<file path="src/verilog/mrpw_pkg.sv">
package mrpw_pkg;

  // ##################################################################
  // sizes
  // ##################################################################

  localparam int WIDTH   = 16;
  localparam int NUMADDR = 64;
  localparam int BITADDR = 6;
  localparam int NUMRDPT = 2;                   // read ports
  localparam int NUMWRPT = 3;                   // write ports
  localparam int BITGRP  = 2;                   // write port index
  localparam int BITPADR = BITGRP + BITADDR;    // group above word address

  // ##################################################################
  // command and response words
  // ##################################################################

  typedef struct packed {
    logic               write;
    logic [BITADDR-1:0] addr;
    logic [WIDTH-1:0]   din;
  } wr_cmd_t;

  typedef struct packed {
    logic               read;
    logic [BITADDR-1:0] addr;
  } rd_cmd_t;

  typedef struct packed {
    logic               vld;
    logic [WIDTH-1:0]   dout;
    logic [BITPADR-1:0] padr;   // {group, addr}
  } rd_rsp_t;

endpackage

</file>
<file path="src/verilog/mrpw_rd_select.sv">
`timescale 1ns/1ps

module mrpw_rd_select (
  input  mrpw_pkg::rd_cmd_t          rd_d [mrpw_pkg::NUMRDPT],
  input  logic [mrpw_pkg::BITGRP-1:0] grp [mrpw_pkg::NUMRDPT],
  input  logic [mrpw_pkg::WIDTH-1:0] bank_dout [mrpw_pkg::NUMWRPT][mrpw_pkg::NUMRDPT],
  output mrpw_pkg::rd_rsp_t          rsp  [mrpw_pkg::NUMRDPT]
);

  // ##################################################################
  // per read port output mux
  // ##################################################################

  always_comb begin
    for (int r = 0; r < mrpw_pkg::NUMRDPT; r++) begin
      rsp[r].vld  = rd_d[r].read;
      rsp[r].dout = '0;
      rsp[r].padr = '0;
      if (rd_d[r].read) begin
        for (int w = 0; w < mrpw_pkg::NUMWRPT; w++) begin
          if (int'(grp[r]) == w) begin
            rsp[r].dout = bank_dout[w][r];  // live replica
          end
        end
        rsp[r].padr = {grp[r], rd_d[r].addr};
      end
    end
  end

endmodule

</file>
<file path="config.mk">
export PLATFORM = sky130hd
export DESIGN_NAME = mrpw_rd_select
export DESIGN_NICKNAME = d
export VERILOG_FILES = /design/src/verilog/mrpw_pkg.sv /design/src/verilog/mrpw_rd_select.sv
export SDC_FILE = /design/constraint.sdc
export NUM_CORES = 1
export LEC_CHECK = 0
export ABC_AREA = 1
export BUFFER_PORTS_ARGS = -buffer_cell sky130_fd_sc_hd__buf_2
export CAP_MARGIN = 20
export CORE_ASPECT_RATIO = 0.9
export CORE_MARGIN = 4
export CORE_UTILIZATION = 30
export DETAILED_ROUTE_END_ITERATION = 8
export GPL_TIMING_DRIVEN = 0
export PLACE_DENSITY = 0.92
export SETUP_SLACK_MARGIN = 0.3
export SLEW_MARGIN = 20
export SYNTH_ARGS = -nofsm -noshare
export SYNTH_HDL_FRONTEND = slang
export SYNTH_SLANG_ARGS = --single-unit
</file>
<file path="constraint.sdc">
create_clock -name vclk -period 1.5
set_clock_uncertainty 0.1 [all_clocks]
set_input_delay 0.45 -clock vclk [all_inputs]
set_output_delay 0.45 -clock vclk [all_outputs]
set_load 0.02 [all_outputs]
</file>
-- Word level (Yosys, flattened, before mapping)
Index checks and enable logic that the tools add are counted.
- bits in registers: 0
- bits in latches: 0
- memory bits (writable): 0
- ROM bits: 0
- bits of input ports: 114
- output and inout bits: 50
- word-level logic and storage cells: 14
- memories: 0
- $add $sub $neg: 0
- multiply operators: 0
- div/mod/pow operators: 0
- order comparisons: 0
- eq/ne operators: 4
- shifts and indexed selects: 0
- muxes and demuxes: 8
- bitwise operators: 0
- reductions and logical operators: 2
- operator list (cell ; number):
    16-bit two-way mux ; 6
    24-bit two-way mux ; 2
    2-bit == test (second input constant) ; 4
    2-bit zero test ; 2

-- Depth between registers and ports, before layout
- word-level depth: 5
- depth in mapped cells: 7
- depth with buffers taken out: 5

-- Worst setup path before layout
Ideal clock, no wire load.
- path kind: input to output
- start: input grp[1] in the netlist's numbering
- end: output rsp[14] in the netlist's numbering
- data arrival time: 1140 ps
- data required time: 950 ps
- setup slack: -190 ps
- cell stages on the path: 7
- buffers on the path: 2
- cells stage by stage: buf_6 > nor2_8 > buf_12 > nand2_2 > nand3_1 > nand2_1 > inv_1
- RTL lines (item ; line ; text):
    start, declared ; mrpw_rd_select.sv:5 ; input logic [mrpw_pkg::BITGRP-1:0] grp [mrpw_pkg::NUMRDPT],
    end, declared ; mrpw_rd_select.sv:7 ; output mrpw_pkg::rd_rsp_t rsp [mrpw_pkg::NUMRDPT]

==> results.cfg <==
[yosys]
syn_area_um2 = 1220
synth_area_per_cell_um2 = 4.89
syn-num-nets = 364
synth_cells = 250
ys_seq_area_share_pct = 0
yosysWarnings = 0
synth_cell_types = 11

[setup_path]
crit_type = input port to output pin
crit_fanout = 10
worstPathRequired_ns = 0.95
endpoint_kind = output pin
worst_setup_path_start_kind = input port
critical_path_arrival_ns = 1.32

[drt]
drt-vias-per-instance = 5.67
ant_nets = 0
drc = 0
first_pass_iters = 5
via_count = 2703
wl_um = 9830
wl_per_cell_um = 20.6
first_iter_violations = 166

[worst_hold_path]
min_to = rsp[5]
hold_depth = 4
min_path_type = input port to output pin
min_from = rd_d[5]

[clocking]
cts.hold.buffers_added = 0

[placement]
dpl_cell_area_um2 = 2300
dp_hpwl_um = 4770
port_buffers = 160
dpl_worst_slack_ns = -0.358
gp_congestion = 0.783

[global_route]
grt_max_degree = 11
grt_pass1_wl_um = 11200
antenna_found_initial = 0
track_usage_pct = 27.7
grt_pass1_vias = 2405
grt_overflow = 0

[timing]
worst_pin_slew_ns = 0.266
drv_slew = 0
rsz0062_at_grt = true
slew_headroom_pct = 82.3
worst_slack_ns = -0.368
min_period_over_period_pct = 125
setup_viol = 32
setup_tns_ns = -9.44
period_minus_slack_ns = 1.87
hold_viol = 0
fmax_mhz = 535

[layout]
n_antenna_cell = 0
seq_cells = 0
seq_area_um2 = 0
layout-drive-gt1-share_pct = 83.3
nets = 547
postLayoutCellArea_um2 = 3390
num-fill-cells = 177
clkbuf_count = 0
final_core_util_pct = 88.9
mostFrequentLayoutCell = buf_2
syn_to_final_growth_pct = 177
layout_common_cells = buf_2 (109), buf_6 (63), nand3_1 (60)
multiInputGateArea_um2 = 1350

[power_and_ir_drop]
powerDensity_nw_per_um2 = 333
ir_worst_vdd_uv = 202
finalPower_mw = 1.13
leakagePower_nw = 2.13

[die]
die_w_um = 75.3
start_util_pct = 32.1
die_h_um = 68.6
dieArea_um2 = 5160
rows = 21
pin_count = 164
coreArea_um2 = 3810

[run_status]
violations = setup timing
status = complete, but fails checks

[run]
maxCapViolCount = 0
-- per-layer routing --
| layer | vias up | GRT usage (%) | share of wire [%] |
|---|---|---|---|
| li1 | 1145 | - | - |
| met1 | 1236 | 27.3 | 29 |
| met2 | 256 | 55.1 | 52 |
| met3 | 66 | 6.52 | 13 |
| met4 | 0 | 10.3 | 5.8 |
| met5 | - | 0 | 0 |
-- synthesized netlist by cell type --
cell type	number	share of area, %
nand2_1	70	21
nand2_2	10	5.1
clkbuf_4	1	0.61
buf_4	9	5.5
inv_1	48	15
nand3_1	96	39
buf_12	1	1.6
nor2_8	2	3.3
buf_6	5	4.6
inv_4	4	2.0
buf_2	4	1.6
-- report_power, final --
group | internal [mW] | total (mW) | switching (mW) | leakage, nW
Clock | 0 | 0 | 0 | 0
Sequential | 0 | 0 | 0 | 0
Combinational | 0.547 | 1.13 | 0.579 | 2.13
-- worst max path at each step --
stage,startpoint,cells past startpoint,slack [ns],endpoint
final,grp[1],8,-0.37,rsp[19]
after global routing,grp[0],8,-0.44,rsp[19]
after CTS,grp[1],9,-0.29,rsp[19]
after detailed placement,grp[2],8,-0.36,rsp[34]
after global placement,grp[2],8,-0.35,rsp[34]
after floorplan,grp[0],7,-0.14,rsp[13]
-- metrics by stage --
stage	hold slack (ns)	cells
CTS	1.07	472
global placement	1.10	456
global route	1.10	477
finish	1.09	477
detailed placement	1.11	456
floorplan	0.890	250
-- cell families after synthesis --
group         after synthesis  synth area share [%]
buf+inv                    72                  30.8
simple gates              178                  69.2
-- what timing repair did --
item                                   CTS  global route
cloned                                   8             0
gates resized for setup                164            72
endpoints found under the hold margin    0             0
setup endpoints to repair               50            50
setup buffers                            8             5
pin swaps                                8            25
-- final cells by class --
cell class	instances	share of cell area [%]
Buffer	20	9.09
Inverter	52	6.65
Multi-Input combinational cell	178	39.9
Tap cell	46	1.70
Timing Repair Buffer	181	42.6
-- critical path: stages --
cell and delay, ns:
buf_12 0.12, inv_4 0.09, buf_6 0.15, nand3_1 0.13
nand3_2 0.11, nand2_1 0.08, inv_2 0.07, buf_6 0.11
No activity file was read; power rests on OpenSTA's default activity.
