**src/verilog/mrpw_pkg.sv**
```systemverilog
package mrpw_pkg;

  // ##################################################################
  // sizes
  // ##################################################################

  localparam int WIDTH   = 16;
  localparam int NUMADDR = 64;
  localparam int BITADDR = 6;
  localparam int NUMRDPT = 2;                   // read ports
  localparam int NUMWRPT = 3;                   // write ports
  localparam int BITGRP  = 2;                   // write port index
  localparam int BITPADR = BITGRP + BITADDR;    // group above word address

  // ##################################################################
  // command and response words
  // ##################################################################

  typedef struct packed {
    logic               write;
    logic [BITADDR-1:0] addr;
    logic [WIDTH-1:0]   din;
  } wr_cmd_t;

  typedef struct packed {
    logic               read;
    logic [BITADDR-1:0] addr;
  } rd_cmd_t;

  typedef struct packed {
    logic               vld;
    logic [WIDTH-1:0]   dout;
    logic [BITPADR-1:0] padr;   // {group, addr}
  } rd_rsp_t;

endpackage

```
**src/verilog/mrpw_lvt.sv**
```systemverilog
`timescale 1ns/1ps

module mrpw_lvt (
  input  logic                        clk,
  input  logic                        arst_n,
  input  mrpw_pkg::wr_cmd_t           wr_q [mrpw_pkg::NUMWRPT],
  input  mrpw_pkg::rd_cmd_t           rd_q [mrpw_pkg::NUMRDPT],
  output logic [mrpw_pkg::BITGRP-1:0] grp  [mrpw_pkg::NUMRDPT]
);

  // last writer port per address
  logic [mrpw_pkg::BITGRP-1:0] lvt [mrpw_pkg::NUMADDR];

  // ##################################################################
  // table update
  // ##################################################################

  always_ff @(posedge clk or negedge arst_n) begin
    if (!arst_n) begin
      for (int a = 0; a < mrpw_pkg::NUMADDR; a++) begin
        lvt[a] <= '0;
      end
    end else begin
      for (int w = 0; w < mrpw_pkg::NUMWRPT; w++) begin
        if (wr_q[w].write) begin
          lvt[wr_q[w].addr] <= mrpw_pkg::BITGRP'(w);  // at most one port per addr
        end
      end
    end
  end

  // ##################################################################
  // table lookup
  // ##################################################################

  always_ff @(posedge clk or negedge arst_n) begin
    if (!arst_n) begin
      for (int r = 0; r < mrpw_pkg::NUMRDPT; r++) begin
        grp[r] <= '0;
      end
    end else begin
      for (int r = 0; r < mrpw_pkg::NUMRDPT; r++) begin
        if (rd_q[r].read) begin
          grp[r] <= lvt[rd_q[r].addr];  // old owner on same-edge write
        end
      end
    end
  end

endmodule

```
**config.mk**
```make
export PLATFORM = sky130hd
export DESIGN_NAME = mrpw_lvt
export DESIGN_NICKNAME = d
export VERILOG_FILES = /design/src/verilog/mrpw_pkg.sv /design/src/verilog/mrpw_lvt.sv
export SDC_FILE = /design/constraint.sdc
export NUM_CORES = 1
export LEC_CHECK = 0
export BUFFER_PORTS_ARGS = -buffer_cell sky130_fd_sc_hd__buf_2
export CAP_MARGIN = 20
export CORE_MARGIN = 1.5
export CORE_UTILIZATION = 50
export CTS_CLUSTER_DIAMETER = 30
export CTS_CLUSTER_SIZE = 10
export DETAILED_ROUTE_END_ITERATION = 16
export GPL_TIMING_DRIVEN = 1
export PLACE_DENSITY_LB_ADDON = 0.05
export SLEW_MARGIN = 20
export SYNTH_ARGS = -nofsm -noshare
export SYNTH_HDL_FRONTEND = slang
export SYNTH_SLANG_ARGS = --single-unit
```
**constraint.sdc**
```tcl
create_clock -name clk -period 1.8 [get_ports clk]
set_clock_uncertainty 0.15 [all_clocks]
set_input_delay 0.27 -clock clk [delete_from_list [all_inputs] [get_ports clk]]
set_output_delay 0.27 -clock clk [all_outputs]
set_load 0.05 [all_outputs]
```
Yosys cells after proc, flatten, opt, wreduce, memory -nomap -nowiden. Index checks and enable logic that the tools add are counted.

Bits in registers: 132. Bits in latches: 0. Memory bits (writable): 0. Memory bits (read-only): 0. Input port bits: 85. Memories: 0.

$add $sub $neg: 0. Multiply operators: 0. Div/mod/pow operators: 0. $lt $le $gt $ge: 8. Equality and inequality tests: 0. Shift operators: 0. Mux-type cells: 15. Bitwise gates (word level): 13. Reduce and logical (&&, ||, !) cells: 3.

Operator list (number): $mux 128 (3); $and 128x128->128 (1); $and 64x64->64 (2); $not 128->128 (1); $not 64->64 (2); $or 64x64->64 (2); $demux 2 s6 (3); $ge 7x7->1 const B (5); $not 6->7 (5); $bmux 2 s6 (2); $lt 7x1->1 const B (3); $mux 2 (7); $logic_and 1x1->1 (3).

Logic depth before layout (Yosys ltp).
Depth after elaboration: 12. Depth in mapped cells: 10. Gate-level depth less buffers: 6.

Worst setup path after synthesis. No wires, ideal clock.

Kind: input -> register. Start point: input rd_q[7] (netlist name). End point: register grp[2] (netlist name). Setup time: 128 ps. Arrival: 1661 ps. Data required time: 1522 ps. Path slack: -139 ps. Cell stages on the path: 7. Path buffers: 2. Cell sequence: buf_2 buf_4 mux4_2 o22ai_1 a211oi_1 a21oi_1 o21ai_0.

Word-level cells in the longest chain between the ends: 4.

Ends and longest elaborated chain: start, declared (line mrpw_lvt.sv:7) `input mrpw_pkg::rd_cmd_t rd_q [mrpw_pkg::NUMRDPT],`; $not 6->7 (not written as such) (line mrpw_lvt.sv:44) `grp[r] <= lvt[rd_q[r].addr];`; $bmux 2 s6 (line mrpw_lvt.sv:44); $mux 2 (not written as such) (2 in series) (line mrpw_lvt.sv:44); end signal, assigned by index (line mrpw_lvt.sv:44); end, declared (line mrpw_lvt.sv:8) `output logic [mrpw_pkg::BITGRP-1:0] grp [mrpw_pkg::NUMRDPT]`.

Every way passes these cells. The select of a mux whose other input is x is not followed. A chain may end at the register's enable or synchronous reset.

Worst setup path in the final report.
Start point: register lvt[67] (netlist name). End point: register grp[1] (netlist name).

Word-level cells in the longest chain between the ends: 3.

Ends and longest elaborated chain: start, declared (line mrpw_lvt.sv:12) `logic [mrpw_pkg::BITGRP-1:0] lvt [mrpw_pkg::NUMADDR];`; start signal, assigned by index (line mrpw_lvt.sv:26) `lvt[wr_q[w].addr] <= mrpw_pkg::BITGRP'(w);`; $bmux 2 s6 (line mrpw_lvt.sv:44); $mux 2 (not written as such) (2 in series) (line mrpw_lvt.sv:44).

Every way passes these cells. The select of a mux whose other input is x is not followed.

==> flow_summary.toml <==
[run_status]
status = "finished with violations"
violations = "negative setup slack"

[yosys]
syn_area_per_cell_sq_um = 9.42
ys_ff_latch = 132
synth_cell_types = 42
ys_warn_count = 0
synth-main-ff-cell = "dfrtp_1"
synth_top_area_share_pct = 41.1
yosys.area.top_type = "dfrtp_1"
ys_seq_area_share_pct = 41.1
async_reset_ff_share_pct = 100
synth_edf_count = 0
synthTopCellsByArea = "dfrtp_1 (41%), mux4_2 (11%), nand2_1 (10%)"
syn_area_sq_um = 8030
synthCells = 853
synth_nets = 938

[worst_setup_path]
worstSetupStartpointType = "flip-flop"
worstSetupPathType = "reg -> reg"
r2r_start = "lvt[67]"
worstPathMaxFanout = 3
required_ns = 1.95
startpoint = "lvt[67]"
cp.arrival_ns = 2.07
worstSetupEndpointType = "flip-flop"

[timing]
finalSetupTns_ns = -0.296
hold_ws_ns = 0.0153
drv_slew = 0
worstMarginPinSlew_ns = 0.562
slew-limit-headroom_pct = 62.2
setup_slack_ns = -0.120
period_share_pct = 107
period_needed_ns = 1.92
setup_viol = 3
finalHoldViolations = 0
rsz0062_at_grt = "yes"
timing.fmax_ghz = 0.521

[floorplanning]
die_area_sq_um = 16800
die_w_um = 130
row_count = 46
core_sq_um = 15800
io_pins = 89
initial_utilization_pct = 50.9
chipHeight_um = 130

[routing]
first_pass_iters = 5
drc = 0
initialDrtViolationCount = 776
ant_nets = 0
avgViaCountPerCell = 6.37
wl_per_cell_um = 23.6
wirelength_um = 28600
vias = 7738

[placed_design]
dp.cells = 1179
hpwl_um = 21700
port_buffers = 40
gp_congestion = 0.975
post-place-ws_ns = -0.460

[grt]
grt_pass1_wl_um = 44200
grt_antenna_before_repair = 0
grt_max_degree = 37
grt-ovfl-total = 0
first_global_vias = 7539
grt_usage_pct = 36.4

[clock_tree]
cts_tree = "yes"
clockBufferDepth = 2
cts_buffers = 17
cts_max_level = 4
cts.sink_count = 132
clk_latency_ns = 0.44
clock-root-buffer = "clkbuf_16"
cts.clk_slew.worst_paths_ns = 0.06

[cells_and_area]
final_cells = 1215
drive_above_1_share_pct = 31.7
area_growth_pct = 24.6
final_nets = 1071
antenna_cells = 0

[pwr]
power_density_nw_per_um2 = 999
p_leak_nw = 4.38
vdd_drop_max_mv = 0.800

[min_path]
holdCritStartpoint = "rd_q[13]"
worstHoldPathType = "in -> reg"

[job]
drv_cap = 0
cell type report:
type                       count  area (sq um)
tap                          216           270
sequential                   132          3300
timing repair buffer         160          1270
fill                        1307          5760
clock buffer                  18           439
clock inverter                14           161
multi-input combinational    672          4550
inverter                       3          11.3
layer usage:
| layer | vias to the layer above | wire length (um) | GRT usage, % |
|---|---|---|---|
| met4 | 0 | 1240 | 17.5 |
| met1 | 3848 | 11700 | 48.8 |
| met5 | - | 0 | 0 |
| li1 | 3372 | - | - |
| met3 | 98 | 2600 | 9.02 |
| met2 | 420 | 13100 | 55.7 |
cell usage in the layout (no fill, tap or decap), types with 3 or more instances in the layout:
master	n
and3b_1	5
a31o_2	64
a211oi_1	6
nor2_1	78
inv_6	8
and3_1	3
nor2b_1	14
and2_1	10
a21oi_2	6
dfrtp_1	132
nand4_1	7
a21oi_1	64
nand2b_1	7
inv_1	3
a22oi_1	18
nand3b_1	7
clkinvlp_4	3
mux2i_1	55
buf_12	13
buf_4	105
nand2_1	219
nand3_1	21
nor3b_1	8
nor3_1	10
buf_2	39
clkbuf_16	17
mux4_2	40
report_power, final:
part | internal (mW) | switching (mW) | leakage (nW) | total [mW]
clock | 2.11 | 1.46 | 0.286 | 3.57
sequential | 3.54 | 0.499 | 1.71 | 4.04
combinational | 1.27 | 1.12 | 2.38 | 2.39
total | 6.91 | 3.08 | 4.38 | 9.99
kinds of logic after synthesis:
logic type             count (synthesis)  share of synthesized area, %
muxes                                 99                          18.8
DFF                                  132                          41.1
AOI/OAI and AO/OA                    172                          14.8
and+or+nand+nor                      401                          22.1
buffers and inverters                 49                          3.19
stage by stage:
stage / util, % / area, sq um / total power [mW]
after floorplan: - / 8040 / 5.35
after global placement: 58.9 / 9290 / 6.28
after detailed placement: 58.9 / 9290 / 6.35
after CTS: 63.3 / 9980 / 9.95
after global routing: 63.5 / 10000 / 10.4
final: 63.5 / 10000 / 9.99
sequential cells by signal (all words and copies together), names as in the netlist:
name  flops
grp       4
lvt     128
final timing paths:
path / end / slack [ns] / cells after the start
setup / recovery: grp[1] / -0.12 / 4
setup reg to reg: grp[1] / -0.12 / 4
max in group asynchronous: lvt[91] / 0.70 / 3
hold / removal: grp[3] / 0.02 / 3
hold reg to reg: grp[1] / 0.38 / 2
min in group asynchronous: lvt[30] / 0.19 / 2
Yosys cell counts (all sizes together) (7+ instances only):
master  count
nand2     219
nand3b      7
nor2b      15
clkbuf     26
nand4       7
buf        20
nand2b      7
and2       10
nor2       79
dfrtp     132
a211oi      8
a21oi      70
mux2i      57
a31o       64
a22oi      18
nor3b       9
nor3       10
mux4       41
nand3      22
critical path: stages (launching register included):
cell and delay (ns):
dfrtp_1 0.41, mux4_2 0.50, mux4_2 0.50, o21ai_2 0.14, nand3_1 0.08
timing repair:
item / CTS / global route
setup buffers: 0 / 2
gates cloned: 0 / 0
endpoints found under the hold margin: 27 / 0
pin swaps: 7 / 3
hold buffers: 2 / 0
endpoints found under the setup margin: 4 / 4
resized for setup: 17 / 6
No activity file was read; power rests on OpenSTA's default activity.
