--- src/verilog/mrpw_pkg.sv ---
package mrpw_pkg;

  // ##################################################################
  // sizes
  // ##################################################################

  localparam int WIDTH   = 16;
  localparam int NUMADDR = 64;
  localparam int BITADDR = 6;
  localparam int NUMRDPT = 2;                   // read ports
  localparam int NUMWRPT = 3;                   // write ports
  localparam int BITGRP  = 2;                   // write port index
  localparam int BITPADR = BITGRP + BITADDR;    // group above word address

  // ##################################################################
  // command and response words
  // ##################################################################

  typedef struct packed {
    logic               write;
    logic [BITADDR-1:0] addr;
    logic [WIDTH-1:0]   din;
  } wr_cmd_t;

  typedef struct packed {
    logic               read;
    logic [BITADDR-1:0] addr;
  } rd_cmd_t;

  typedef struct packed {
    logic               vld;
    logic [WIDTH-1:0]   dout;
    logic [BITPADR-1:0] padr;   // {group, addr}
  } rd_rsp_t;

endpackage

--- src/verilog/mrpw_port_ctrl.sv ---
`timescale 1ns/1ps

module mrpw_port_ctrl (
  input  logic              clk,
  input  logic              arst_n,
  input  mrpw_pkg::wr_cmd_t wr   [mrpw_pkg::NUMWRPT],
  input  mrpw_pkg::rd_cmd_t rd   [mrpw_pkg::NUMRDPT],
  output mrpw_pkg::wr_cmd_t wr_q [mrpw_pkg::NUMWRPT],
  output mrpw_pkg::rd_cmd_t rd_q [mrpw_pkg::NUMRDPT],
  output mrpw_pkg::rd_cmd_t rd_d [mrpw_pkg::NUMRDPT],
  output logic              ready
);

  logic [mrpw_pkg::BITADDR-1:0] init_cnt;
  mrpw_pkg::wr_cmd_t            wr_nxt [mrpw_pkg::NUMWRPT];
  mrpw_pkg::rd_cmd_t            rd_nxt [mrpw_pkg::NUMRDPT];

  // ##################################################################
  // init sequencer
  // ##################################################################

  always_ff @(posedge clk or negedge arst_n) begin
    if (!arst_n) begin
      init_cnt <= '0;
      ready    <= 1'b0;
    end else if (!ready) begin
      init_cnt <= init_cnt + 1'b1;
      if (int'(init_cnt) == mrpw_pkg::NUMADDR - 1) begin
        ready <= 1'b1;  // counter wraps here
      end
    end
  end

  // ##################################################################
  // next command, highest write port wins an address
  // ##################################################################

  always_comb begin
    for (int i = 0; i < mrpw_pkg::NUMWRPT; i++) begin
      wr_nxt[i] = wr[i];
      for (int j = i + 1; j < mrpw_pkg::NUMWRPT; j++) begin
        if (wr[j].write && (wr[j].addr == wr[i].addr)) begin
          wr_nxt[i].write = 1'b0;
        end
      end
      if (!ready) begin
        wr_nxt[i] = '0;  // outside writes blocked
      end
    end
    if (!ready) begin
      wr_nxt[0].write = 1'b1;  // zero fill
      wr_nxt[0].addr  = init_cnt;
    end
    for (int r = 0; r < mrpw_pkg::NUMRDPT; r++) begin
      rd_nxt[r] = ready ? rd[r] : '0;
    end
  end

  // input register and read delay stage
  always_ff @(posedge clk or negedge arst_n) begin
    if (!arst_n) begin
      wr_q <= '{default: '0};
      rd_q <= '{default: '0};
      rd_d <= '{default: '0};
    end else begin
      wr_q <= wr_nxt;
      rd_q <= rd_nxt;
      rd_d <= rd_q;  // lines up with bank and table outputs
    end
  end

endmodule

--- config.mk ---
export PLATFORM = sky130hd
export DESIGN_NAME = mrpw_port_ctrl
export DESIGN_NICKNAME = d
export VERILOG_FILES = /design/src/verilog/mrpw_pkg.sv /design/src/verilog/mrpw_port_ctrl.sv
export SDC_FILE = /design/constraint.sdc
export NUM_CORES = 1
export LEC_CHECK = 0
export ABC_AREA = 1
export BUFFER_PORTS_ARGS = -buffer_cell sky130_fd_sc_hd__buf_2
export CORE_MARGIN = 2
export CORE_UTILIZATION = 45
export CTS_BUF_LIST = sky130_fd_sc_hd__clkbuf_8 sky130_fd_sc_hd__clkbuf_16
export DETAILED_ROUTE_END_ITERATION = 7
export HOLD_SLACK_MARGIN = 0.15
export PLACE_DENSITY = 0.84
export SYNTH_ARGS = -nofsm -noshare
export SYNTH_HDL_FRONTEND = slang
export SYNTH_SLANG_ARGS = --single-unit
--- constraint.sdc ---
create_clock -name clk -period 1.2 [get_ports clk]
set_input_delay 0.3 -clock clk [delete_from_list [all_inputs] [get_ports clk]]
set_output_delay 0.3 -clock clk [all_outputs]
set_load 0.05 [all_outputs]
# Yosys cells after proc, flatten, opt, wreduce, memory -nomap -nowiden
# Cells that the tools add are included.
[totals]
ff_bits = 104
out_inout_bits = 98
elab_cells = 38
[op_classes]
n_addsub = 1
n_eq_ne = 4
n_mux = 11
n_reduce_logical = 3
[op_table]
columns = ["operator", "count"]
rows = [
  ["$mux W23", 3],
  ["$mux W7", 3],
  ["$eq A6 B6 Y1", 3],
  ["$add A6 B1 Y6 const B", 1],
  ["$eq A6 B1 Y1 const B", 1],
  ["$mux W1", 5],
  ["$logic_and A1 B1 Y1", 3],
]

# Depth between registers and ports, before layout
# Gate-level depths: netlist of run 1.
[depth]
word_depth = 6
depth_mapped = 9
depth_no_buf = 9

# Worst setup path before layout of run 1
# Ideal clock, no wire load.
[synth_path]
path_kind = "register -> register"
startpoint = "register ready"
endpoint = "register init_cnt[5] (netlist name)"
setup_time_ns = 0.118
arrival_ns = 1.221
slack_ns = -0.140
path_stages_with_launch = 7
synth_period_minus_slack_ns = 1.340
cell_sequence = "dfrtp_1 -> buf_6 -> clkinv_4 -> nand4_4 -> nor3_2 -> xor2_1 -> inv_1"
[synth_lines]
columns = ["element", "line_no", "rtl"]
rows = [
  ["start, declared", "mrpw_port_ctrl.sv:11", "output logic ready"],
  ["start signal, assigned", "mrpw_port_ctrl.sv:25", "ready <= 1'b0;"],
  ["start signal, assigned", "mrpw_port_ctrl.sv:29", "ready <= 1'b1;"],
  ["end signal, assigned", "mrpw_port_ctrl.sv:27", "init_cnt <= init_cnt + 1'b1;"],
  ["end, declared", "mrpw_port_ctrl.sv:14", "logic [mrpw_pkg::BITADDR-1:0] init_cnt;"],
]

# Worst setup path after layout of run 1
[layout_path]
startpoint = "register wr_q[36] (netlist name)"
endpoint = "output port wr_q[36] (netlist name)"
[layout_lines]
columns = ["element", "line_no", "rtl"]
rows = [
  ["start, declared", "mrpw_port_ctrl.sv:8", "output mrpw_pkg::wr_cmd_t wr_q [mrpw_pkg::NUMWRPT],"],
  ["start signal, assigned", "mrpw_port_ctrl.sv:66", "wr_q <= wr_nxt;"],
]
# No word-level cell between the ends.

==> flow_summary.toml, run 1 <==
[sta]
slew-limit-headroom = 0.816
worst_pin_slew_ns = 0.276
setup_violations = 70
setup-tns-final_ns = -1.18
clock.fmax_mhz = 796
fin_hold_ws_ns = 0.163
slew_violations = 0
fin_ws_ns = -0.0567
grt_setup_unrepaired = "yes"
fin_crit_sh = 1.05
period_needed_ns = 1.26
finalClockSkew_ns = 0.0140
hold_viol = 0

[floorplanning]
start_util = 0.459
placementRows = 33
dieArea_um2 = 9050
die_height_um = 95.1
core_um2 = 8130
die_w_um = 95.1
io_pins = 183

[yosys]
yosysWarnings = 0
syn_area_per_cell_um2 = 10.1
syn_area_um2 = 3740
yosysSeqAreaShare = 0.696
synth-edff-count = 0
ys_ff_latch = 104
synth_cell_types = 21
synth_cells = 370
syn-num-nets = 456
ys_async_sr_fraction = 1.00
synth_ff_type = "dfrtp_1"

[placed_design]
place_area_um2 = 4810
gp_congestion = 0.890
place_inst = 653
dp.final_hpwl_mm = 6.58
place_ws_ns = 0.0888
portBuffers = 182

[layout]
fin_util = 0.781
fin_cells = 744
nets = 719
area_delta_synth_final_pct = 70.0
finalInstanceArea_um2 = 6350
num-fill-cells = 470
drive_above_1_share = 0.351

[worst_setup_path]
slowest_stage = "dfrtp_1"
path_cells = "buf_6"
crit_path_end_kind = "primary output"
path_delay_family = "flip-flops"
path_depth = 1
critical_path_class = "reg2out"
worstPathBufferInverterCount = 1
critPathLaunchType = "register"
r2r_start = "ready"
cp_max_fo = 1
crit_arrival_ns = 0.96
reg2regPathDepth = 6
cpPeakStageDelay_ns = 0.43
crit_start = "wr_q[36]"
required_ns = 0.90

[pwr]
power_mw = 6.09
ir_drop_v = 0.000721
p_leak_nw = 3.92
powerDensity_nw_per_um2 = 959

[global_route]
overflow = 0
grt_pass1_vias = 3580
grt_first_pass_wirelength_mm = 17.3
grt_max_degree = 55
track_usage = 0.258
antenna_found_initial = 0

[detailed_routing]
viasPerCell = 4.53
vias = 3369
wl_mm = 11.7
postRouteAntennaNets = 0
dr.pass1.iters = 4
drt_iter0_markers = 103
post_drt_wl_per_cell_um = 15.7
drc_errors = 0

[worst_hold_path]
hp-class = "in2reg"
min_from = "wr[41]"
hold_path_depth = 3

[clock_tree]
cts-buffers-inserted = 9
clk_latency_ns = 0.36
cts_tree = "yes"
cts.sinks = 104
cts_buffer_depth = 2
root_buffer = "clkbuf_8"
clk_pin_slew_ns = 0.11
htree_levels = 3

[run_status]
failed_checks = "setup timing"
status = "finished with violations"

[flow_run]
drv_cap = 0
==> per-layer routing <==
layer,GRT usage,up-vias,share of wire
met5,0,-,0
met4,0.140,0,0.039
met3,0.0672,38,0.074
met2,0.464,166,0.54
met1,0.274,1598,0.35
li1,-,1567,-
==> report_power, final <==
| part | internal (mW) | switching [mW] |
|---|---|---|
| logic | 0.279 | 0.224 |
| clock network | 0.837 | 1.25 |
| registers | 3.50 | 0 |
| total | 4.62 | 1.47 |
==> path summary, 6_finish.rpt <==
check                                   end  slack (ns)
worst max-delay path               wr_q[36]       -0.06
worst min-delay path               wr_q[41]        0.16
max in group asynchronous          rd_q[11]        0.37
worst min register to register      rd_d[0]        0.40
min in group asynchronous           rd_d[3]        0.35
worst max register to register  init_cnt[5]        0.04
==> cells in the final DEF (no fill, tap or decap), types with 4 or more instances in the layout <==
cell type / instances
clkbuf_8: 10
buf_12: 4
nor2_1: 8
buf_4: 16
dlygate4sd3_1: 59
nand2_1: 117
xor2_1: 4
dfrtp_1: 102
buf_6: 100
nand3_1: 4
buf_2: 81
inv_1: 96
o21ai_0: 9
==> flip-flops by register name, summed over array words and instances, names as in the netlist <==
name and cells:
init_cnt 6, rd_d 14, rd_q 14, ready 1, wr_q 69
==> logic make-up (layout without fill, tap and decap cells) <==
group / after synthesis / count (layout) / share of synthesized area
buffers and inverters: 108 / 376 / 0.117
adder cells (fa/ha/maj): 1 / 1 / 0.00335
XOR/XNOR: 7 / 7 / 0.0164
AO/OA/AOI/OAI: 16 / 16 / 0.0231
flip-flops: 104 / 104 / 0.696
other: 0 / 1 / 0
AND/OR/NAND/NOR: 134 / 134 / 0.144
==> layout make-up <==
class / instances / area [µm²] / share of cell area
Sequential cell: 104 / 2610 / 0.410
Timing Repair Buffer: 262 / 2350 / 0.370
Multi-Input combinational cell: 158 / 702 / 0.110
Inverter: 98 / 375 / 0.0591
Clock buffer: 10 / 138 / 0.0217
Tap cell: 105 / 131 / 0.0207
Clock inverter: 6 / 51.3 / 0.00808
Antenna cell: 1 / 2.50 / 0.000394
==> cell usage after synthesis (2+ instances only) <==
| library cell | count | area share |
|---|---|---|
| nor2_1 | 8 | 0.0080 |
| xor2_1 | 4 | 0.0094 |
| o21ai_0 | 10 | 0.013 |
| buf_2 | 6 | 0.0080 |
| o22ai_1 | 2 | 0.0033 |
| inv_1 | 97 | 0.097 |
| nand2_1 | 117 | 0.12 |
| dfrtp_1 | 104 | 0.70 |
| buf_4 | 3 | 0.0060 |
| nand3_1 | 4 | 0.0054 |
| a21oi_1 | 3 | 0.0040 |
| xnor2_1 | 3 | 0.0070 |
==> timing repair <==
action,CTS,global route
gates cloned,0,0
hold buffers,60,1
setup endpoints to repair,98,105
resized for setup,196,9
buffers inserted,6,9
endpoints found under the hold margin,163,1
pin swaps,0,4
Note: power is estimated with default switching activity, not from simulation.
==> run 2, diff against run 1 <==
==> constraint.sdc (replaced) <==
create_clock -name clk -period 1.2 [get_ports clk]
set_input_delay 0.3 -clock clk [delete_from_list [all_inputs] [get_ports clk]]
set_output_delay 0.3 -clock clk [all_outputs]
set_load 0.1 [all_outputs]
==> run 2 against run 1 <==
Net effect:
- the run still ends with setup timing left
- via count up 9.7%
- worst hold slack worse by 0.014 ns
- maximum frequency fell by 13%
==> flow_summary.toml, run 2 (synthesized netlist as in run 1, its figures left out) <==
[global_route]
grt_pass1_vias = 3833
track_usage = 0.328
grt_first_pass_wirelength_mm = 21.5
overflow = 0
grt_max_degree = 59
antenna_found_initial = 1

[worst_setup_path]
critical_path_class = "reg2out"
rrSetupSlack_ns = -0.17
crit_path_end_kind = "primary output"
crit_arrival_ns = 1.15
cp_max_fo = 4
crit_start = "ready"
required_ns = 0.90
r2r_start = "ready"
critPathLaunchType = "register"

[detailed_routing]
viasPerCell = 5.01
dr.pass1.iters = 5
wl_mm = 15.5
postRouteAntennaNets = 0
drc_errors = 0
drt_iter0_markers = 207
post_drt_wl_per_cell_um = 21.1
vias = 3696

[sta]
period_needed_ns = 1.45
slew-limit-headroom = 0.789
grt_setup_unrepaired = "yes"
fin_crit_sh = 1.21
clock.fmax_mhz = 692
fin_hold_ws_ns = 0.149
fin_ws_ns = -0.246
slew_violations = 0
worst_pin_slew_ns = 0.316
setup-tns-final_ns = -6.82
finalClockSkew_ns = 0.0180
hold_viol = 0
setup_violations = 116

[layout]
drive_above_1_share = 0.369
regMostFlops = "wr_q"
nets = 713
largest_reg_flops = 69
final_common_cell = "nand2_1"
area_delta_synth_final_pct = 92.1
reg_top3 = "wr_q: 69 flops, rd_d: 14 flops, rd_q: 14 flops"
mostFrequentLayoutCells = "115 x nand2_1, 101 x buf_12, 99 x dfrtp_1"
finalInstanceArea_um2 = 7180

[worst_hold_path]
min_from = "wr[25]"
hp-class = "in2reg"

[placed_design]
gp_congestion = 0.921
dp.final_hpwl_mm = 8.31
place_area_um2 = 6300
portBuffers = 182

[pwr]
p_leak_nw = 4.12
powerDensity_nw_per_um2 = 836
ir_drop_v = 0.000548
power_mw = 6.01

[clock_tree]
cts-buffers-inserted = 9
cts_buffer_depth = 2
clk_pin_slew_ns = 0.11
cts.sinks = 104
htree_levels = 3
root_buffer = "clkbuf_8"
cts_tree = "yes"
clk_latency_ns = 0.37

[floorplanning]
die_height_um = 95.1
die_w_um = 95.1
core_um2 = 8130
io_pins = 183
placementRows = 33
start_util = 0.459
dieArea_um2 = 9050

[run_status]
status = "finished with violations"
failed_checks = "setup timing"

[flow_run]
drv_cap = 0
## run 2: cell type report
type | instances | area (µm²)
Sequential cell | 104 | 2610
Timing Repair Buffer | 256 | 3170
Multi-Input combinational cell | 158 | 732
Fill cell | 282 | 955
Clock inverter | 6 | 38.8
Clock buffer | 9 | 124
Antenna cell | 1 | 2.50
Tap cell | 105 | 131
Inverter | 98 | 373
## run 2: worst max-delay path, stage by stage (launching register included)
cell     delay, ns
dfrtp_4       0.50
buf_6         0.14
buf_12        0.16
## run 2: timing repair
item	4_1_cts	5_1_grt
hold endpoints to repair	153	0
pin swaps	1	4
gates resized for setup	4	10
hold buffers	50	0
endpoints found under the setup margin	98	127
buffers inserted	8	7
cloned	0	2
## run 2: metal layers
| layer | vias to the layer above | wire length (µm) | GRT usage |
|---|---|---|---|
| met5 | - | 0 | 0 |
| met4 | 0 | 676 | 0.175 |
| met3 | 56 | 1550 | 0.110 |
| met2 | 278 | 8160 | 0.567 |
| met1 | 1806 | 5140 | 0.354 |
| li1 | 1556 | - | - |
## run 2: worst paths after layout
check | end | cells after the start
setup / recovery | ready | 2
hold / removal | wr_q[25] | 3
setup reg to reg | init_cnt[5] | 6
hold reg to reg | rd_d[7] | 0
max in group asynchronous | wr_q[54] | 3
min in group asynchronous | wr_q[23] | 2
## run 2: power breakdown
part           switching [mW]  internal (mW)  leakage, nW
registers                   0           3.50         1.42
logic                   0.237          0.251         2.61
clock network            1.28          0.740       0.0862
## run 2: per-stage QoR
step	std cells	setup WS, ns	util
floorplan	370	-0.160	-
global placement	655	0.0807	0.775
detailed placement	655	0.0363	0.775
CTS	728	-0.241	0.866
global route	737	-0.280	0.883
finish	737	-0.246	0.883
==> run 3, diff against run 2 <==
Settings changed: CORE_UTILIZATION 45 to 49, CTS_BUF_LIST sky130_fd_sc_hd__clkbuf_8 sky130_fd_sc_hd__clkbuf_16 to not set, PLACE_DENSITY 0.84 to 0.89.
Clock period 1.2 ns to 1.7 ns, I/O delays scaled along.
==> run 3 against run 2 <==
Net effect:
- the run now ends clean
- clock power is 23% lower
- setup slack better by 0.34 ns
- critical path depth is 1 lower
- core utilization is 20 points lower
- clock-buffer cell count is 2 higher
==> flow_summary.toml, run 3 (synthesized netlist as in run 1, its figures left out) <==
[worst_setup_path]
slowest_stage = "buf_2"
critPathLaunchType = "register"
cp_max_fo = 2
cpPeakStageDelay_ns = 0.44
crit_path_end_kind = "primary output"
critical_path_class = "reg2out"
path_cells = "buf_2"
path_delay_family = "buffers and inverters"
worstPathBufferInverterCount = 1
crit_arrival_ns = 1.18
required_ns = 1.27

[placed_design]
place_ws_ns = 0.426
gp_congestion = 0.841
portBuffers = 182
place_area_um2 = 4790
dp.final_hpwl_mm = 6.87

[floorplanning]
core_um2 = 7330
io_pins = 183
die_w_um = 91.3
dieArea_um2 = 8340
start_util = 0.510
placementRows = 31
die_height_um = 91.3

[pwr]
powerDensity_nw_per_um2 = 849
p_leak_nw = 3.52
ir_drop_v = 0.000429

[clock_tree]
cts_buffer_depth = 2
cts_setup_buffers = 0
cts_tree = "yes"
cts.sinks = 104
clk_latency_ns = 0.36
root_buffer = "clkbuf_8"
htree_levels = 3
clk_pin_slew_ns = 0.10
cts-buffers-inserted = 9

[detailed_routing]
postRouteAntennaNets = 0
wl_mm = 8.97
vias = 2932
drt_iter0_markers = 95
dr.pass1.iters = 4
post_drt_wl_per_cell_um = 13.5
drc_errors = 0
viasPerCell = 4.42

[sta]
grt_setup_unrepaired = "no"
setup-tns-final_ns = 0
clock.fmax_mhz = 624
finalClockSkew_ns = 0.0169
slew-limit-headroom = 0.622
hold_viol = 0
period_needed_ns = 1.60
slew_violations = 0
fin_hold_ws_ns = 0.250
setup_violations = 0
fin_crit_sh = 0.943
worst_pin_slew_ns = 0.566
fin_ws_ns = 0.0968

[global_route]
overflow = 0
antenna_found_initial = 0
track_usage = 0.219
grt_pass1_vias = 2972
grt_first_pass_wirelength_mm = 14.3
grt_max_degree = 60

[layout]
seq_area_um2 = 2610
final_common_cell = "buf_2"
multi_input_area_um2 = 698
reg_top3 = "wr_q: 69 flops, rd_d: 14 flops, rd_q: 14 flops"
fin_util = 0.683
regMostFlops = "wr_q"
finalInstanceArea_um2 = 5010
nets = 645
drive_above_1_share = 0.365
largest_reg_flops = 69
mostFrequentLayoutCells = "180 x buf_2, 117 x nand2_1, 103 x dfrtp_1"
antenna_cells = 0
area_delta_synth_final_pct = 33.9
num-fill-cells = 575

[flow_run]
drv_cap = 0

[run_status]
status = "complete, no violations"

[worst_hold_path]
hp-class = "in2reg"
-- run 3: timing repair --
item	4_1_cts	5_1_grt
hold buffers	1	0
setup endpoints to repair	0	1
endpoints found under the hold margin	59	0
resized for setup	0	1
-- run 3: cell type report --
class                      instances  share of cell area
sequential                       104               0.521
multi-input combinational        158               0.139
inverter                          98              0.0745
tap                               99              0.0247
timing repair buffer             188               0.200
clock inverter                     5              0.0125
clock buffer                      11              0.0282
-- run 3: through the flow --
step                      std cells  power [mW]
after global routing            663        4.42
after detailed placement        646        2.75
after CTS                       663        4.29
after floorplan                 370        2.57
final                           663        4.25
after global placement          646        2.74
-- run 3: path summary, 6_finish.rpt --
path	start	depth (start not counted)	slack [ns]	endpoint
hold reg to reg	rd_q[13]	0	0.38	rd_d[13]
min in group asynchronous	arst_n	3	0.61	rd_q[8]
setup / recovery	rd_q[1]	1	0.1	rd_q[1]
setup reg to reg	ready	5	0.45	init_cnt[5]
max in group asynchronous	arst_n	3	0.51	ready
hold / removal	wr[59]	3	0.25	wr_q[59]
-- run 3: report_power, final --
part / switching [mW] / leakage (nW) / internal (mW)
Clock: 0.816 / 0.0966 / 0.733
Sequential: 0 / 1.42 / 2.47
Combinational: 0.129 / 2.00 / 0.0993
Total: 0.945 / 3.52 / 3.30
-- run 3: per-layer routing --
| metal | routed length (µm) | vias to the layer above | GRT usage | part of all wire |
|---|---|---|---|---|
| met2 | 4860 | 115 | 0.396 | 0.54 |
| met4 | 129 | 0 | 0.0669 | 0.014 |
| met5 | 0 | - | 0 | 0 |
| met1 | 3490 | 1382 | 0.265 | 0.39 |
| li1 | - | 1421 | - | - |
| met3 | 494 | 14 | 0.0448 | 0.055 |
